### src/fetch_defines.svh
// fetch front end parameters
`ifndef FETCH_DEFINES_SVH
`define FETCH_DEFINES_SVH

// datapath widths
`define ADDR_W    64 // pc and byte address
`define WORD_W    64 // memory word
`define INST_W    32 // one instruction, half a word
`define OP_W      6  // opcode field, bits 31..26

// memory size in 64-bit words
`define MEM_DEPTH 256

// instruction fields
`define BR_DISP_W 21 // signed word displacement, bits 20..0
`define LD_IDX_W  16 // unsigned word index, bits 15..0

// opcodes, anything else retires as a nop
`define OP_NOP    6'd0
`define OP_BR     6'd1
`define OP_LDQ    6'd2

`endif
### src/fetch_pkg.sv
// fetch front end types
`default_nettype none

`include "fetch_defines.svh"

package fetch_pkg;

	////////////////////////////////////////
	// vector types
	////////////////////////////////////////

	typedef logic [`ADDR_W-1:0] addr_t;   // byte address or pc
	typedef logic [`WORD_W-1:0] word_t;   // one memory word
	typedef logic [`INST_W-1:0] inst_t;   // one instruction
	typedef logic [`OP_W-1:0]   opcode_t; // opcode field

	////////////////////////////////////////
	// execute unit states
	////////////////////////////////////////

	// idle waits for fetch, decode runs one cycle,
	// load waits on the data side of the memory bus
	typedef enum logic [1:0]
	{
		EX_IDLE   = 2'd0,
		EX_DECODE = 2'd1,
		EX_LOAD   = 2'd2
	} exec_state_t;

endpackage

`default_nettype wire

### src/mem_bus_if.sv
// memory request bus
`timescale 1ns/100ps
`default_nettype none

// one requester, one arbiter port
// req and addr stay put until valid comes back
interface mem_bus_if;

	logic             req;   // request level
	fetch_pkg::addr_t addr;  // 8-byte aligned
	fetch_pkg::word_t rdata; // read word, good with valid
	logic             valid; // one-cycle response pulse

	// fetch stage or execute unit side
	modport requester
	(
		output req,
		output addr,
		input  rdata,
		input  valid
	);

	// arbiter side
	modport arbiter
	(
		input  req,
		input  addr,
		output rdata,
		output valid
	);

endinterface

`default_nettype wire

### src/exec_unit.sv
// execute unit for nop, branch and load
`timescale 1ns/100ps
`default_nettype none

`include "fetch_defines.svh"

module exec_unit
(
	input  wire                    clock,
	input  wire                    reset,
	input  wire                    if_valid_inst, // new instruction from fetch
	input  wire fetch_pkg::inst_t  if_inst,
	input  wire fetch_pkg::addr_t  if_npc,
	mem_bus_if.requester           bus,           // data side of the arbiter
	output logic                   take_branch,   // one-cycle pulse
	output fetch_pkg::addr_t       target_pc,
	output logic                   retire_valid,  // one-cycle pulse
	output fetch_pkg::addr_t       retire_pc,     // pc of the retired instruction
	output fetch_pkg::opcode_t     retire_opcode,
	output fetch_pkg::word_t       retire_data    // load word, else zero
);

	fetch_pkg::exec_state_t state;
	fetch_pkg::exec_state_t next_state;
	fetch_pkg::inst_t       inst_q; // instruction being executed
	fetch_pkg::addr_t       npc_q;  // its pc + 4
	fetch_pkg::opcode_t     opcode;
	logic                   is_branch;
	logic                   is_load;
	logic [`BR_DISP_W-1:0]  disp;   // signed word displacement
	logic [`LD_IDX_W-1:0]   ld_idx; // word index of a load

	////////////////////////////////////////
	// decode
	////////////////////////////////////////

	assign opcode    = inst_q[`INST_W-1:`INST_W-`OP_W];
	assign disp      = inst_q[`BR_DISP_W-1:0];
	assign ld_idx    = inst_q[`LD_IDX_W-1:0];
	assign is_branch = (opcode == `OP_BR);
	assign is_load   = (opcode == `OP_LDQ);

	// target = npc + 4 * disp, sign extended
	assign target_pc = npc_q + {{(`ADDR_W-`BR_DISP_W-2){disp[`BR_DISP_W-1]}}, disp, 2'b00};

	// capture on the fetch pulse, payload only
	always_ff @(posedge clock)
	begin
		if (if_valid_inst)
		begin
			inst_q <= if_inst;
			npc_q  <= if_npc;
		end
	end

	////////////////////////////////////////
	// state machine
	////////////////////////////////////////

	always_comb
	begin
		next_state = state;
		case (state)
			fetch_pkg::EX_IDLE:   if (if_valid_inst) next_state = fetch_pkg::EX_DECODE;
			fetch_pkg::EX_DECODE: next_state = is_load ? fetch_pkg::EX_LOAD : fetch_pkg::EX_IDLE;
			fetch_pkg::EX_LOAD:   if (bus.valid) next_state = fetch_pkg::EX_IDLE; // word is back
			default:              next_state = fetch_pkg::EX_IDLE;
		endcase
	end

	always_ff @(posedge clock)
	begin
		if (reset)
			state <= fetch_pkg::EX_IDLE;
		else
			state <= next_state;
	end

	// load request from decode until the word comes back
	assign bus.req  = ((state == fetch_pkg::EX_DECODE) & is_load) | (state == fetch_pkg::EX_LOAD);
	assign bus.addr = {{(`ADDR_W-`LD_IDX_W-3){1'b0}}, ld_idx, 3'b000}; // index * 8

	////////////////////////////////////////
	// retire
	////////////////////////////////////////

	assign take_branch  = (state == fetch_pkg::EX_DECODE) & is_branch;
	assign retire_valid = ((state == fetch_pkg::EX_DECODE) & ~is_load) |
	                      ((state == fetch_pkg::EX_LOAD) & bus.valid);
	assign retire_pc     = npc_q - fetch_pkg::addr_t'(4);
	assign retire_opcode = opcode;
	assign retire_data   = (state == fetch_pkg::EX_LOAD) ? bus.rdata : '0;

	// fetch must hold off until the previous instruction retired
	a_inst_when_idle: assert property (@(posedge clock) disable iff (reset)
		if_valid_inst |-> (state == fetch_pkg::EX_IDLE));

endmodule

`default_nettype wire

### src/flat_wrapper.sv
// flat-port wrapper written by rule: the top's interface ports become plain ports
module exec_unit_flat 
  (clock, reset, if_valid_inst, if_inst, if_npc, take_branch, target_pc, retire_valid, retire_pc, retire_opcode, retire_data, bus_req, bus_addr, bus_rdata, bus_valid);
  mem_bus_if bus_i ();
  input  wire clock;
  input  wire reset;
  input  wire if_valid_inst;
  input  wire fetch_pkg::inst_t if_inst;
  input  wire fetch_pkg::addr_t if_npc;
  output logic take_branch;
  output fetch_pkg::addr_t target_pc;
  output logic retire_valid;
  output fetch_pkg::addr_t retire_pc;
  output fetch_pkg::opcode_t retire_opcode;
  output fetch_pkg::word_t retire_data;
  output wire logic [$bits(bus_i.req)-1:0] bus_req;
  output wire logic [$bits(bus_i.addr)-1:0] bus_addr;
  input wire logic [$bits(bus_i.rdata)-1:0] bus_rdata;
  input wire logic [$bits(bus_i.valid)-1:0] bus_valid;
  assign bus_req = bus_i.req;
  assign bus_addr = bus_i.addr;
  assign bus_i.rdata = bus_rdata;
  assign bus_i.valid = bus_valid;
  exec_unit u_core (.clock(clock), .reset(reset), .if_valid_inst(if_valid_inst), .if_inst(if_inst), .if_npc(if_npc), .bus(bus_i), .take_branch(take_branch), .target_pc(target_pc), .retire_valid(retire_valid), .retire_pc(retire_pc), .retire_opcode(retire_opcode), .retire_data(retire_data));
endmodule
### config.mk
export PLATFORM = sky130hd
export DESIGN_NAME = exec_unit_flat
export DESIGN_NICKNAME = d
export VERILOG_FILES = /design/src/fetch_pkg.sv /design/src/mem_bus_if.sv /design/src/exec_unit.sv /design/src/flat_wrapper.sv
export VERILOG_INCLUDE_DIRS = /design/src
export SDC_FILE = /design/constraint.sdc
export NUM_CORES = 1
export LEC_CHECK = 0
export CAP_MARGIN = 20
export CORE_MARGIN = 2
export CORE_UTILIZATION = 25
export CTS_CLUSTER_DIAMETER = 80
export DETAILED_ROUTE_END_ITERATION = 7
export DONT_BUFFER_PORTS = 1
export PLACE_DENSITY_LB_ADDON = 0.08
export SLEW_MARGIN = 10
export SYNTH_ARGS = -nofsm -noshare
export SYNTH_HDL_FRONTEND = slang
export SYNTH_SLANG_ARGS = --single-unit
export TNS_END_PERCENT = 50
### constraint.sdc
create_clock -name clock -period 4 [get_ports clock]
set_clock_uncertainty 0.1 [all_clocks]
set_input_delay 0.2 -clock clock [delete_from_list [all_inputs] [get_ports clock]]
set_output_delay 0.2 -clock clock [all_outputs]
set_load 0.02 [all_outputs]
==> metrics <==
Yosys reg bits=93; final weighted congestion in routability-driven placement=between 0.8 and 0.9; area of the multi-input gates=about 5400 um2; Hold Violations, Final=0; max-cap viol count=0; DRT iter0 DRCs=around 370; initial antenna violation count=12; largest net degree at the start of global routing=just over 90; Max VDD drop=roughly 0.24 mV; CTS Buf Count=9; DP HPWL=~27,000 um; Nets=around 1,400; internal reg-to-reg setup slack=around 1.4 ns; Detailed Route WL=32,300 um; post-synth top area cell=edfxtp_1; wire length of the first global-routing pass=between 40,000 and 50,000 um; top_reg_cell synth=edfxtp_1; Hold Path Origin=if_valid_inst; crit path cell chain=or3_1 > or3_4 > nor3_4 > or4b_4 > or4_4 > or3_4 > nor4_4 > xor2_1 > buf_4; unrepaired setup endpoints after global routing=yes; CP top delay family=simple AND/OR/NAND/NOR gates; Post-DP Area=approximately 9500 um2; post-synth top area share=0.315; Layout Cells excl Fill=approximately 1,600; number of flops mapped to enable cells by yosys=91; CP required=approximately 3.7 ns; CTS max path bufs=2; slew margin rel.=0.223; Cell Area, Synth=just under 9000 um2; Slew @ Worst Pin=between 1 and 1.5 ns; Slew Viols, Final=0; Synth area leaders=edfxtp_1 31%, ha_1 8.9%, buf_4 6.4%; vias=7,756; Rows=68; Distinct cells, synth=65; post-route DRC violation count=0; r2r endpoint=u_core.state[1]$_SDFFE_PP0P_; post-route antenna net violation count=0; CTS Sinks=a little over 90; Worst Reg-to-Reg Cells=5; Max Fclk=~260 MHz; Wirelength per Cell=~20 um; DP Cell Count=about 1,500; Critical Path AT=3.60 ns; clk root buf=clkbuf_16; Hold Crit Class=in -> reg; Leak=roughly 0.0045 uW; Die Y=approximately 190 um; worst r2r src=u_core.inst_q[29]$_DFFE_PP_; final critical-path required period=between 3 and 4 ns; Tot GR Track Use=0.172; Async S/R FF share, synth=0; max incr delay on CP=0.53 ns; # IOs=approximately 430; Setup crit end kind=primary output; Crit path top cell by count=or3_4; Initial DRT Pass Iterations=5; layout cells sized above 1=0.152; PortBufs=0; Synth Area per Inst=a little under 9 um2; CTS tree=done; full die area=36,200 um2; Die Span X=approximately 190 um; Ys Warns=0; DR vias/cell=between 4 and 5; status=complete, no violations; pwr dens=roughly 390 nW/um2; register area=roughly 2800 um2; Layout area overhead=28.4%; Cells after Synth=992; final hold slack=roughly 0.22 ns; crit path buf inv count=1; Starting Density=0.252; critical path type=reg -> out; Worst Hold Path Cells=1; worst-path maximum fanout=4; clock latency at the later pin of the worst-skew pair=0.35 ns; final instance area=between 10,000 and 15,000 um2; GRT overflow=0; period utilization=0.975; Core Region=approximately 34,000 um2; clock slew at reported path FFs=~0.07 ns; H-Tree Level Count=3; CP Launch Type=flop; vias in the first global route=~7,500; fill cell count=3,690; Slowest cell on crit path=or4b_4; hold endpoint=u_core.npc_q[11]$_DFFE_PP_; sequential area share after synthesis=0.320; Finish-stage setup viols=0
## logic make-up (layout without fill, tap and decap cells)
| family | Yosys count | after routing | synth area share |
|---|---|---|---|
| AO/OA/AOI/OAI | 233 | 233 | 0.165 |
| XOR/XNOR | 113 | 113 | 0.114 |
| adder cells (fa/ha/maj) | 63 | 63 | 0.0917 |
| buffers and inverters | 124 | 251 | 0.0860 |
| flip-flops | 93 | 93 | 0.320 |
| multiplexers | 1 | 1 | 0.00130 |
| other | 1 | 55 | 0.000432 |
| AND/OR/NAND/NOR | 364 | 364 | 0.222 |
## layout make-up
class,count,share of cell area
clock inverters,7,0.0138
inverters,21,0.00708
well taps,455,0.0511
diodes,7,0.00157
multi-input cells,822,0.489
repair buffers,214,0.168
clock buffers,9,0.0202
flip-flops and latches,93,0.249
## worst reg2reg max path, stage by stage (launching register included)
cell and delay, ns:
edfxtp_1 0.52, or4_1 0.58, or3b_2 0.51, o22a_1 0.20, nor2_1 0.07, dlygate4sd3_1 0.54
## power breakdown
group	internal (uW)	switching, uW
combinational	737	1220
sequential	1160	114
clock	685	422
## through the flow
stage	worst slack, ns	setup TNS [ns]	total power (uW)	util
after floorplan	0.247	0	2550	-
after global placement	0.117	0	3130	0.277
after detailed placement	0.110	0	3120	0.277
after CTS	0.0137	0	4370	0.318
after global routing	-0.0273	-0.0331	4590	0.324
final	0.0994	0	4340	0.324
## metal layers
metal | GRT usage | up-vias | routed length, um | part of all wire
met5 | 0 | - | 30 | 0.00093
met4 | 0.0596 | 4 | 780 | 0.024
met3 | 0.0412 | 36 | 2120 | 0.066
met2 | 0.291 | 301 | 15600 | 0.48
met1 | 0.212 | 3593 | 13800 | 0.43
li1 | - | 3822 | - | -
## timing repair
action / 4_1_cts / 5_1_grt
endpoints found under the setup margin: 12 / 19
buffers inserted: 2 / 17
resized for setup: 8 / 21
endpoints found under the hold margin: 184 / 0
hold buffers: 94 / 0
pin swaps: 0 / 3
## Yosys cell counts (10+ instances only)
cell type,count
nor2_1,75
nand2_1,82
ha_1,62
inv_1,21
xnor2_1,55
o21bai_1,10
o21ai_0,49
xor2_1,58
a21o_1,27
nor2b_1,10
and2_1,68
nor3_1,27
nor4_1,16
buf_4,74
a21oi_1,88
clkbuf_1,27
and3_1,11
nand4_1,19
edfxtp_1,91
## worst max path at each step
stage	startpoint	endpoint	cells after the start
CTS	u_core.npc_q[17]$_DFFE_PP_	retire_pc[58]	9
global route	u_core.inst_q[20]$_DFFE_PP_	target_pc[60]	13
finish	u_core.npc_q[9]$_DFFE_PP_	retire_pc[58]	9
global placement	u_core.inst_q[1]$_DFFE_PP_	target_pc[61]	12
floorplan	u_core.inst_q[20]$_DFFE_PP_	target_pc[55]	10
detailed placement	u_core.inst_q[1]$_DFFE_PP_	target_pc[61]	12
## flip-flops by register name, indices dropped and copies added (netlist names)
register and cells:
u_core.inst_q 27, u_core.state 2, u_core.npc_q 64
## placed cells by master (no fill, tap or decap), drive strengths merged, types with 10 or more instances in the layout
cell type and instances:
o21bai 10, xor2 58, nor4 18, buf 121
or3 11, dlygate4sd3 93, conb 48, nand4 19
o21ai 49, a21oi 88, and2 68, nor2 75
nor2b 10, inv 23, nor3 28, edfxtp 91
ha 62, xnor2 55, nand2 82, a21o 27
and3 11
Note: power is estimated with default switching activity, not from simulation.
