===== config.mk =====
export PLATFORM = sky130hd
export DESIGN_NAME = mem_arbiter_flat
export DESIGN_NICKNAME = d
export VERILOG_FILES = /design/src/fetch_pkg.sv /design/src/mem_bus_if.sv /design/src/mem_arbiter.sv /design/src/flat_wrapper.sv
export VERILOG_INCLUDE_DIRS = /design/src
export SDC_FILE = /design/constraint.sdc
export NUM_CORES = 1
export LEC_CHECK = 0
export ABC_AREA = 1
export BUFFER_PORTS_ARGS = -buffer_cell sky130_fd_sc_hd__buf_2
export CORE_AREA = 2 2 151 153
export DETAILED_ROUTE_END_ITERATION = 6
export DIE_AREA = 0 0 153 155
export GPL_TIMING_DRIVEN = 0
export PLACE_DENSITY = 0.37
export SLEW_MARGIN = 20
export SYNTH_ARGS = -nofsm -noshare
export SYNTH_HDL_FRONTEND = slang
export SYNTH_SLANG_ARGS = --single-unit

===== constraint.sdc =====
create_clock -name clock -period 1.35 [get_ports clock]
set_clock_uncertainty 0.05 [all_clocks]
set_input_delay 0.135 -clock clock [delete_from_list [all_inputs] [get_ports clock]]
set_output_delay 0.135 -clock clock [all_outputs]
set_load 0.05 [all_outputs]

===== src/fetch_defines.svh =====
// fetch front end parameters
`ifndef FETCH_DEFINES_SVH
`define FETCH_DEFINES_SVH

// datapath widths
`define ADDR_W    64 // pc and byte address
`define WORD_W    64 // memory word
`define INST_W    32 // one instruction, half a word
`define OP_W      6  // opcode field, bits 31..26

// memory size in 64-bit words
`define MEM_DEPTH 256

// instruction fields
`define BR_DISP_W 21 // signed word displacement, bits 20..0
`define LD_IDX_W  16 // unsigned word index, bits 15..0

// opcodes, anything else retires as a nop
`define OP_NOP    6'd0
`define OP_BR     6'd1
`define OP_LDQ    6'd2

`endif

===== src/fetch_pkg.sv =====
// fetch front end types
`default_nettype none

`include "fetch_defines.svh"

package fetch_pkg;

	////////////////////////////////////////
	// vector types
	////////////////////////////////////////

	typedef logic [`ADDR_W-1:0] addr_t;   // byte address or pc
	typedef logic [`WORD_W-1:0] word_t;   // one memory word
	typedef logic [`INST_W-1:0] inst_t;   // one instruction
	typedef logic [`OP_W-1:0]   opcode_t; // opcode field

	////////////////////////////////////////
	// execute unit states
	////////////////////////////////////////

	// idle waits for fetch, decode runs one cycle,
	// load waits on the data side of the memory bus
	typedef enum logic [1:0]
	{
		EX_IDLE   = 2'd0,
		EX_DECODE = 2'd1,
		EX_LOAD   = 2'd2
	} exec_state_t;

endpackage

`default_nettype wire


===== src/mem_bus_if.sv =====
// memory request bus
`timescale 1ns/100ps
`default_nettype none

// one requester, one arbiter port
// req and addr stay put until valid comes back
interface mem_bus_if;

	logic             req;   // request level
	fetch_pkg::addr_t addr;  // 8-byte aligned
	fetch_pkg::word_t rdata; // read word, good with valid
	logic             valid; // one-cycle response pulse

	// fetch stage or execute unit side
	modport requester
	(
		output req,
		output addr,
		input  rdata,
		input  valid
	);

	// arbiter side
	modport arbiter
	(
		input  req,
		input  addr,
		output rdata,
		output valid
	);

endinterface

`default_nettype wire


===== src/mem_arbiter.sv =====
// fixed priority memory arbiter
`timescale 1ns/100ps
`default_nettype none

module mem_arbiter
(
	input  wire                   clock,
	input  wire                   reset,
	mem_bus_if.arbiter            fetch,     // low priority
	mem_bus_if.arbiter            data,      // high priority
	output logic                  mem_rd,    // memory read enable
	output fetch_pkg::addr_t      mem_addr,
	input  wire fetch_pkg::word_t mem_rdata  // one cycle after mem_rd
);

	logic gnt_q;      // access in the memory this cycle
	logic gnt_data_q; // owner of that access, 1 = data
	logic rsp_q;      // response due this cycle
	logic rsp_data_q;
	logic busy;       // an access is outstanding
	logic grant;

	////////////////////////////////////////
	// grant
	////////////////////////////////////////

	// no new grant until the current response is out
	assign busy  = gnt_q | rsp_q;
	assign grant = (data.req | fetch.req) & ~busy;

	always_ff @(posedge clock)
	begin
		if (reset)
		begin
			gnt_q      <= 1'b0;
			gnt_data_q <= 1'b0;
			rsp_q      <= 1'b0;
			rsp_data_q <= 1'b0;
		end
		else
		begin
			gnt_q <= grant;
			if (grant)
				gnt_data_q <= data.req; // data wins a tie
			rsp_q      <= gnt_q;      // memory has one cycle latency
			rsp_data_q <= gnt_data_q;
		end
	end

	assign mem_rd   = gnt_q;
	assign mem_addr = gnt_data_q ? data.addr : fetch.addr; // owner still holds addr

	// valid pulse to the owner only
	assign fetch.valid = rsp_q & ~rsp_data_q;
	assign data.valid  = rsp_q & rsp_data_q;

	// read word to both sides
	assign fetch.rdata = mem_rdata;
	assign data.rdata  = mem_rdata;

	// the owner keeps its address until the memory has read it
	a_addr_held: assert property (@(posedge clock) disable iff (reset)
		grant |=> (gnt_data_q ? $stable(data.addr) : $stable(fetch.addr)));

	// a requester still holds its request when the word comes back
	a_fetch_req_held: assert property (@(posedge clock) disable iff (reset)
		fetch.valid |-> fetch.req);

	a_data_req_held: assert property (@(posedge clock) disable iff (reset)
		data.valid |-> data.req);

endmodule

`default_nettype wire


===== src/flat_wrapper.sv =====
// flat-port wrapper written by rule: the top's interface ports become plain ports
module mem_arbiter_flat 
  (clock, reset, mem_rd, mem_addr, mem_rdata, fetch_req, fetch_addr, fetch_rdata, fetch_valid, data_req, data_addr, data_rdata, data_valid);
  mem_bus_if fetch_i ();
  mem_bus_if data_i ();
  input  wire clock;
  input  wire reset;
  output logic mem_rd;
  output fetch_pkg::addr_t mem_addr;
  input  wire fetch_pkg::word_t mem_rdata;
  input wire logic [$bits(fetch_i.req)-1:0] fetch_req;
  input wire logic [$bits(fetch_i.addr)-1:0] fetch_addr;
  output wire logic [$bits(fetch_i.rdata)-1:0] fetch_rdata;
  output wire logic [$bits(fetch_i.valid)-1:0] fetch_valid;
  input wire logic [$bits(data_i.req)-1:0] data_req;
  input wire logic [$bits(data_i.addr)-1:0] data_addr;
  output wire logic [$bits(data_i.rdata)-1:0] data_rdata;
  output wire logic [$bits(data_i.valid)-1:0] data_valid;
  assign fetch_i.req = fetch_req;
  assign fetch_i.addr = fetch_addr;
  assign fetch_rdata = fetch_i.rdata;
  assign fetch_valid = fetch_i.valid;
  assign data_i.req = data_req;
  assign data_i.addr = data_addr;
  assign data_rdata = data_i.rdata;
  assign data_valid = data_i.valid;
  mem_arbiter u_core (.clock(clock), .reset(reset), .fetch(fetch_i), .data(data_i), .mem_rd(mem_rd), .mem_addr(mem_addr), .mem_rdata(mem_rdata));
endmodule

==> results.md, run 1 <==
- RSZ-0062 raised after global routing: true
- Total detailed-routing wirelength: approximately 11000 µm
- Worst setup slack after layout: -108.2 ps
- Horizontal extent of the die: roughly 150 µm
- Vias per cell: about 3.2
- Post-place instance area: ~4000 µm²
- Initial antenna violation count: 0
- Maximum number of pins on one net before global-route repair: 11
- Total power divided by cell area: between 800 and 900 nW/µm²
- Maximum clock insertion buffer count: 2
- Synthesized netlist cell count: 356
- Number of antenna repair diodes: 0
- Number of max-slew violations in the final report: 0
- Avg Cell Area, Syn: approximately 5.6 µm²
- Library cell with the highest instance count after synthesis: nand2_1
- Number of buffers created by CTS: 3
- Actual transition at the worst max-transition pin: around 270 ps
- Final Wtd Congestion: 0.7274
- Hold-fix buffers at CTS: 0
- Core area: around 22000 µm²
- Relative slew margins: about 82%
- Clock root buffer master: clkbuf_16
- Signed area change from the synthesized netlist to the final layout: 167.7%
- FMAX: 685.8 MHz
- Data arrival time of the critical path: ~1300 ps
- Period Utilization, post-route: 108.0%
- Vias: roughly 3.1k
- Fin nets: ~900
- Overall routing resource usage: around 8.0%
- Chip Height: between 150 and 200 µm
- Area leader, netlist: buf_4
- YS warnings: 0
- CTS HTree Levels: 1
- Fraction of post-synthesis cell area in the top cell type by area: roughly 50%
- Post-Layout Inst Area: 5301 µm²
- Ys async rst share: 0%
- Initial core utilization: between 8 and 9%
- Power consumption: around 0.0043 W
- Post-synthesis instance area: around 2000 µm²
- Count of buffers from port buffering: ~330
- Peak ir drop on the vdd network: about 0.46 mV
- Clock network latency to the later pin of the worst-skew pair: about 220 ps
- DRC Markers: 0
- Maximum capacitance violations: 0
- Router iterations before antenna repair: 4
- Num rows: between 50 and 60
- Final setup fails: between 60 and 70
- Number of global-route vias before repair: between 2k and 3k
- Mapped Nets: 552
- Die Footprint: between 20000 and 25000 µm²
- Ranking of synthesized cells by instance count: nand2_1 (198), buf_4 (129), buf_6 (11)
- Number of synthesized flops with an enable pin: 0
- HPWL reported at the end of detailed placement: a little under 9000 µm
- Routed len/inst: 11.54 µm
- Count of endpoints failing hold in the final timing report: 0
- Worst Path Required: around 1200 ps
- Outcome: complete, but fails checks
- Clock Sinks: 4
- Failing checks: setup timing
- Count of nets left with antenna violations after detail routing: 0
- Gr ovfl total: 0
- Most used flip-flop cell after synthesis: dfxtp_1
- #FFs+latches synth: 4
- Clock slew seen by the registers of the worst setup and hold paths: 30 ps
- Worst hold slack: 86.94 ps
- Kind of capture point of the worst setup path: output port
- I/O pin total: roughly 400
- Maximum net fanout on the critical path: 10
- Wire length of the first global-routing pass: ~15000 µm
- DRC marker count from the first detailed-route iteration: 63
- Seq/Total Area, Yosys: under 10%
- Worst hold-check path type: in -> reg
- Setup CP Type: reg -> out
- Total leakage power: around 3.1 nW
- Main area contributors after synthesis: buf_4 (49%), nand2_1 (38%), buf_6 (6.3%)
- Number of library cell types mapped by synthesis: 10
- CTS tree: yes
- Final Critical Period: about 1500 ps
- Layout cell share with drive strength beyond 1: around 83%
- Launching element type of the critical path: register
[logic make-up (layout without fill, tap and decap cells)]
| group | count (synthesis) | count (layout) | share of synthesized area [%] |
|---|---|---|---|
| buffers and inverters | 148 | 489 | 57.17 |
| flip-flops | 4 | 4 | 4.043 |
| AND/OR/NAND/NOR | 204 | 204 | 38.79 |
[sequential cells by signal (all words and copies together) (netlist names)]
signal,flops
u_core.mem_rd,1
u_core.rsp_data_q,1
u_core.rsp_q,1
u_core.gnt_data_q,1
[through the flow]
step | std cells | TNS [ps] | worst slack (ps) | util [%]
6_report | 982 | -4234 | -108.2 | 23.85
5_1_grt | 982 | -7807 | -158.4 | 23.85
4_1_cts | 976 | -4630 | -109.3 | 21.49
3_5_place_dp | 967 | -1331 | -81.57 | 17.86
3_3_place_gp | 967 | -1536 | -97.68 | 17.86
2_1_floorplan | 356 | 0 | 124.7 | -
[power by group]
group	internal (W)	leakage, nW	switching, W
combinational	0.00144	3.02	0.00228
sequential	0.000129	0.0337	0.0000120
clock	0.000378	0.0370	0.0000801
[repair_timing]
action | 4_1_cts | 5_1_grt
gates resized for setup | 193 | 114
pin swaps | 7 | 31
buffers inserted | 2 | 0
setup endpoints to repair | 64 | 64
gates cloned | 4 | 7
[layout make-up]
type                    instances  area, µm²
plain buffers                 142       1204
clock buffers                   3      75.07
fillers                      2501      16930
inverters                       6      27.53
multi-input cells             204       1104
flip-flops and latches          4      83.83
well taps                     285      356.6
repair buffers                338       2451
[cell usage in the layout (no fill, tap or decap)]
master,Yosys,layout
dfxtp_1,4,3
inv_6,0,1
buf_4,129,129
buf_8,0,44
buf_2,0,262
buf_6,11,26
clkbuf_8,1,1
buf_16,0,1
nor2_2,1,1
buf_12,0,7
nand2_1,198,106
clkbuf_16,0,11
inv_1,5,5
clkbuf_4,0,1
bufbuf_16,0,1
nor2_1,5,5
nand2_4,0,21
nand2_2,0,71
dfxtp_4,0,1
[final timing paths]
check	start	endpoint	slack [ps]	depth (start not counted)
setup / recovery	u_core.gnt_data_q	mem_addr[55]	-110	5
hold / removal	reset	u_core.rsp_q	90	2
setup reg to reg	u_core.gnt_data_q	u_core.gnt_data_q	200	6
hold reg to reg	u_core.mem_rd	u_core.rsp_q	400	2
[worst max-delay path, cell delays in order (launching register included)]
cell and delay [ps]:
dfxtp_4 390, buf_12 170, buf_8 150, nand2_1 100
nand2_4 90, buf_8 140
[per-layer routing]
layer	up-vias	GRT usage [%]	routed length [µm]
met5	-	0	0
met1	1356	9.281	4240
met2	165	15.78	6219
li1	1614	-	-
met4	0	0.6614	12
met3	2	1.309	863
No activity file was read; power rests on OpenSTA's default activity.
==> run 2: changes to the inputs <==
==> constraint.sdc (replaced) <==
create_clock -name clock -period 1.35 [get_ports clock]
set_clock_uncertainty 0.05 [all_clocks]
set_input_delay 0.0675 -clock clock [delete_from_list [all_inputs] [get_ports clock]]
set_output_delay 0.0675 -clock clock [all_outputs]
set_load 0.05 [all_outputs]
==> results.md, run 2 (synthesized netlist as in run 1, its figures left out) <==
- Reg2Reg Setup Slack: approximately 200 ps
- Worst hold slack: around 19 ps
- Count of buffers from port buffering: around 330
- Number of standard cells in the final layout excluding fillers: ~980
- Most frequent cells in the layout: buf_2 (262), buf_4 (129), nand2_1 (97)
- Signed area change from the synthesized netlist to the final layout: 172.6%
- Router iterations before antenna repair: 4
- I/O pin total: 391
- Core area: approximately 22000 µm²
- Maximum net fanout on the critical path: 6
- CTS HTree Levels: 1
- Crit Reg-Reg Endpoint: u_core.gnt_data_q
- Count of endpoints failing hold in the final timing report: 0
- Number of buffers created by CTS: 3
- Clock network latency to the later pin of the worst-skew pair: 220 ps
- Final setup fails: a little over 40
- Total detailed-routing wirelength: about 11000 µm
- Horizontal extent of the die: 153 µm
- Routed len/inst: about 12 µm
- Most common cell after layout, fill and taps aside: buf_2
- Layout cell share with drive strength beyond 1: ~84%
- Maximum capacitance violations: 0
- Gr ovfl total: 0
- Failing checks: setup timing
- Actual transition at the worst max-transition pin: around 270 ps
- Vias per cell: between 3 and 4
- Total leakage power: ~3.1 nW
- RSZ-0062 raised after global routing: true
- Critical path capture point: mem_addr[22]
- Global-route met1 utilization: 8.944%
- Num rows: 55
- # placed instances: a little under 1k
- Post-Route Setup TNS: -620.1 ps
- Count of nets left with antenna violations after detail routing: 0
- Maximum clock insertion buffer count: 2
- DRC marker count from the first detailed-route iteration: 61
- Initial antenna violation count: 0
- Launching element type of the critical path: register
- DRC Markers: 0
- Data arrival time of the critical path: 1270 ps
- Period Utilization, post-route: 102.4%
- CTS tree: yes
- Vias: between 3k and 4k
- Launch instance of the worst register-to-register path: u_core.gnt_data_q
- First element of the critical path: u_core.gnt_data_q
- Maximum number of pins on one net before global-route repair: 11
- Worst Path Required: between 1000 and 1500 ps
- Setup CP Type: reg -> out
- Global-route layer with the greatest usage: met2
- Peak ir drop on the vdd network: approximately 0.47 mV
- Kind of capture point of the worst setup path: output port
- Total power divided by cell area: about 810 nW/µm²
- FMAX: between 700 and 800 MHz
- Die Footprint: 23720 µm²
- Worst Reg-to-Reg Cells: 6
- Number of global-route vias before repair: between 2k and 3k
- Wire length of the first global-routing pass: about 15000 µm
- Number of max-slew violations in the final report: 0
- Min-Delay Path Depth: 2
- Relative slew margins: 82.45%
- Fin nets: ~890
- Worst setup slack after layout: -32.76 ps
- Final Critical Period: 1383 ps
- Clock slew seen by the registers of the worst setup and hold paths: 30 ps
- Outcome: complete, but fails checks
- Power consumption: around 0.0044 W
- Hold-fix buffers at CTS: 0
- Overall routing resource usage: between 7 and 8%
- Hold path start: reset
- Clock Sinks: 4
- Global-route track usage on met2: 15.33%
- Clock root buffer master: clkbuf_16
- Final Wtd Congestion: just over 0.7
- HPWL reported at the end of detailed placement: approximately 8900 µm
- Chip Height: 155 µm
- Worst hold-check path type: in -> reg
- Initial core utilization: around 9%
- Number of antenna repair diodes: 0
- GRT met3 Usage: 1.198%
## run 2: how the worst min path moves through the flow
stage                        end
6_report            u_core.rsp_q
4_1_cts        u_core.rsp_data_q
3_5_place_dp       u_core.mem_rd
3_3_place_gp       u_core.mem_rd
2_1_floorplan      u_core.mem_rd
5_1_grt             u_core.rsp_q
## run 2: per-layer routing
metal	vias up	share of wire [%]
li1	1609	-
met5	-	0
met3	2	7.4
met1	1378	38
met2	164	55
met4	0	0.11
## run 2: area by class of cell
| type | count | area [µm²] |
|---|---|---|
| plain buffers | 141 | 1189 |
| clock buffers | 3 | 75.07 |
| fillers | 2490 | 16830 |
| inverters | 6 | 27.53 |
| multi-input cells | 204 | 1201 |
| flip-flops and latches | 4 | 83.83 |
| well taps | 285 | 356.6 |
| repair buffers | 338 | 2467 |
## run 2: worst max-delay path, cell delays in order (launching register included)
cell and delay (ps):
dfxtp_4 360, inv_6 80, buf_12 150, clkbuf_16 160
nand2_1 50, nand2_1 70, buf_6 160
## run 2: stage by stage
stage | worst slack, ps | util [%] | area (µm²)
3_5_place_dp | -14.07 | 17.86 | 3969
3_3_place_gp | -30.18 | 17.86 | 3969
6_report | -32.76 | 24.30 | 5400
5_1_grt | -83.89 | 24.30 | 5400
2_1_floorplan | 192.2 | - | 1981
4_1_cts | -41.83 | 20.75 | 4613
## run 2: what timing repair did
action | 4_1_cts | 5_1_grt
gates cloned | 2 | 8
gates resized for setup | 154 | 181
endpoints found under the setup margin | 64 | 64
setup buffers | 2 | 0
pin swaps | 0 | 43
## run 2: report_power, final
| part | switching, W | internal [W] | total, W |
|---|---|---|---|
| Combinational | 0.00231 | 0.00147 | 0.00379 |
| Clock | 0.0000803 | 0.000378 | 0.000458 |
| Sequential | 0.0000121 | 0.000129 | 0.000141 |
==> run 3: changes to the inputs <==
--- a/config.mk
+++ b/config.mk
@@ -8,9 +8,9 @@
 export LEC_CHECK = 0
 export ABC_AREA = 1
 export BUFFER_PORTS_ARGS = -buffer_cell sky130_fd_sc_hd__buf_2
-export CORE_AREA = 2 2 151 153
+export CORE_AREA = 2 2 152 154
 export DETAILED_ROUTE_END_ITERATION = 6
-export DIE_AREA = 0 0 153 155
+export DIE_AREA = 0 0 154 156
 export GPL_TIMING_DRIVEN = 0
 export PLACE_DENSITY = 0.37
 export SLEW_MARGIN = 20
==> constraint.sdc (replaced) <==
create_clock -name clock -period 1.5 [get_ports clock]
set_clock_uncertainty 0.05 [all_clocks]
set_input_delay 0.075 -clock clock [delete_from_list [all_inputs] [get_ports clock]]
set_output_delay 0.075 -clock clock [all_outputs]
set_load 0.05 [all_outputs]
==> results.md, run 3 (synthesized netlist as in run 1, its figures left out) <==
- Outcome: finished, final reports clean
- # placed instances: approximately 970
- CTS HTree Levels: 1
- Area of the multi-input gates: between 700 and 800 µm²
- Maximum capacitance violations: 0
- DRC Markers: 0
- FMAX: 694.8 MHz
- Peak ir drop on the vdd network: a little over 0.4 mV
- Wire length of the first global-routing pass: around 14000 µm
- RSZ-0062 raised after global routing: false
- Actual transition at the worst max-transition pin: roughly 280 ps
- Post-Layout Inst Area: around 4200 µm²
- Number of max-slew violations in the final report: 0
- Post-Route Setup TNS: 0 ps
- Total detailed-routing wirelength: between 10000 and 15000 µm
- Routed len/inst: about 11 µm
- Count of buffers from port buffering: approximately 330
- Worst hold-check path type: in -> reg
- Chip Height: 156 µm
- Vias per cell: 3.089
- Number of buffers created by CTS: 3
- Horizontal extent of the die: 154 µm
- Reg2Reg Setup Slack: about 600 ps
- Core area: 22370 µm²
- Total leakage power: 2.716 nW
- Number of global-route vias before repair: between 2k and 3k
- Num rows: 55
- Post-place instance area: between 3000 and 4000 µm²
- Maximum number of pins on one net before global-route repair: 11
- Final Wtd Congestion: between 0.7 and 0.8
- Data arrival time of the critical path: around 1300 ps
- HPWL reported at the end of detailed placement: ~9500 µm
- I/O pin total: 391
- Most common cell after layout, fill and taps aside: buf_2
- Clock Sinks: 4
- Overall routing resource usage: between 7 and 8%
- Final-layout fill cell count: ~2.6k
- Buffers inserted by post-CTS timing repair: 0
- Final Critical Period: between 1000 and 1500 ps
- Launching element type of the critical path: register
- Worst setup slack after placement: approximately 100 ps
- Relative slew margins: 81.38%
- Final setup fails: 0
- Clock network latency to the later pin of the worst-skew pair: ~220 ps
- Number of standard cells in the final layout excluding fillers: a little under 1k
- Total power divided by cell area: between 700 and 800 nW/µm²
- Count of endpoints failing hold in the final timing report: 0
- Vias: approximately 3.0k
- Initial core utilization: ~8.9%
- Layout cell share with drive strength beyond 1: slightly below 70%
- Count of nets left with antenna violations after detail routing: 0
- Most frequent cells in the layout: buf_2 (285), nand2_1 (197), buf_4 (150)
- Die Footprint: 24020 µm²
- Setup CP Type: reg -> out
- Router iterations before antenna repair: 4
- Worst Path Required: about 1400 ps
- Initial antenna violation count: 0
- Signed area change from the synthesized netlist to the final layout: 111.9%
- Kind of capture point of the worst setup path: output port
- Maximum clock insertion buffer count: 2
- Clock slew seen by the registers of the worst setup and hold paths: about 30 ps
- Worst setup slack after layout: around 60 ps
- CTS tree: yes
- DRC marker count from the first detailed-route iteration: 87
- Worst hold slack: roughly 19 ps
- Gr ovfl total: 0
- Period Utilization, post-route: between 90% and 100%
- Fin nets: ~880
- Clock root buffer master: clkbuf_16
- Number of antenna repair diodes: 0
- Maximum net fanout on the critical path: 10
- Register area: ~80 µm²
-- run 3: power breakdown --
group / switching (W) / leakage (nW) / internal, W / total [W]
Sequential: 0.00000690 / 0.0330 / 0.000116 / 0.000122
Combinational: 0.00187 / 2.65 / 0.000822 / 0.00269
Clock: 0.0000680 / 0.0370 / 0.000340 / 0.000408
-- run 3: metrics by stage --
stage | util (%) | total power [W]
detailed placement | 17.75 | 0.002739
finish | 18.76 | 0.003225
global placement | 17.75 | 0.002746
floorplan | - | 0.002091
global route | 18.76 | 0.003382
CTS | 18.30 | 0.003195
-- run 3: metal layers --
metal,up-vias,share of wire [%],global-route usage (%)
met5,-,0,0
met2,177,53,14.65
met3,2,8.2,1.083
met4,0,0.17,0.8011
met1,1232,39,9.265
li1,1585,-,-
-- run 3: critical path: stages, from the launching register on --
cell	delay, ps
dfxtp_1	370
buf_12	170
buf_6	160
nand2_1	110
nand2_1	80
buf_4	190
-- run 3: final timing paths --
check / startpoint / end / cells after the start
worst min register to register: u_core.mem_rd / u_core.rsp_q / 2
worst min-delay path: reset / u_core.rsp_q / 2
worst max-delay path: u_core.gnt_data_q / mem_addr[29] / 5
worst max register to register: u_core.gnt_data_q / u_core.gnt_data_q / 5
-- run 3: what timing repair did --
item | CTS | global route
hold buffers | 0 | 0
resized for setup | 20 | 44
setup endpoints to repair | 44 | 53
-- run 3: layout make-up --
| cell class | instances | area share [%] |
|---|---|---|
| clock buffers | 3 | 1.789 |
| flip-flops and latches | 4 | 1.908 |
| plain buffers | 142 | 27.16 |
| repair buffers | 326 | 41.74 |
| well taps | 285 | 8.497 |
| inverters | 6 | 0.5367 |
| multi-input cells | 204 | 18.37 |
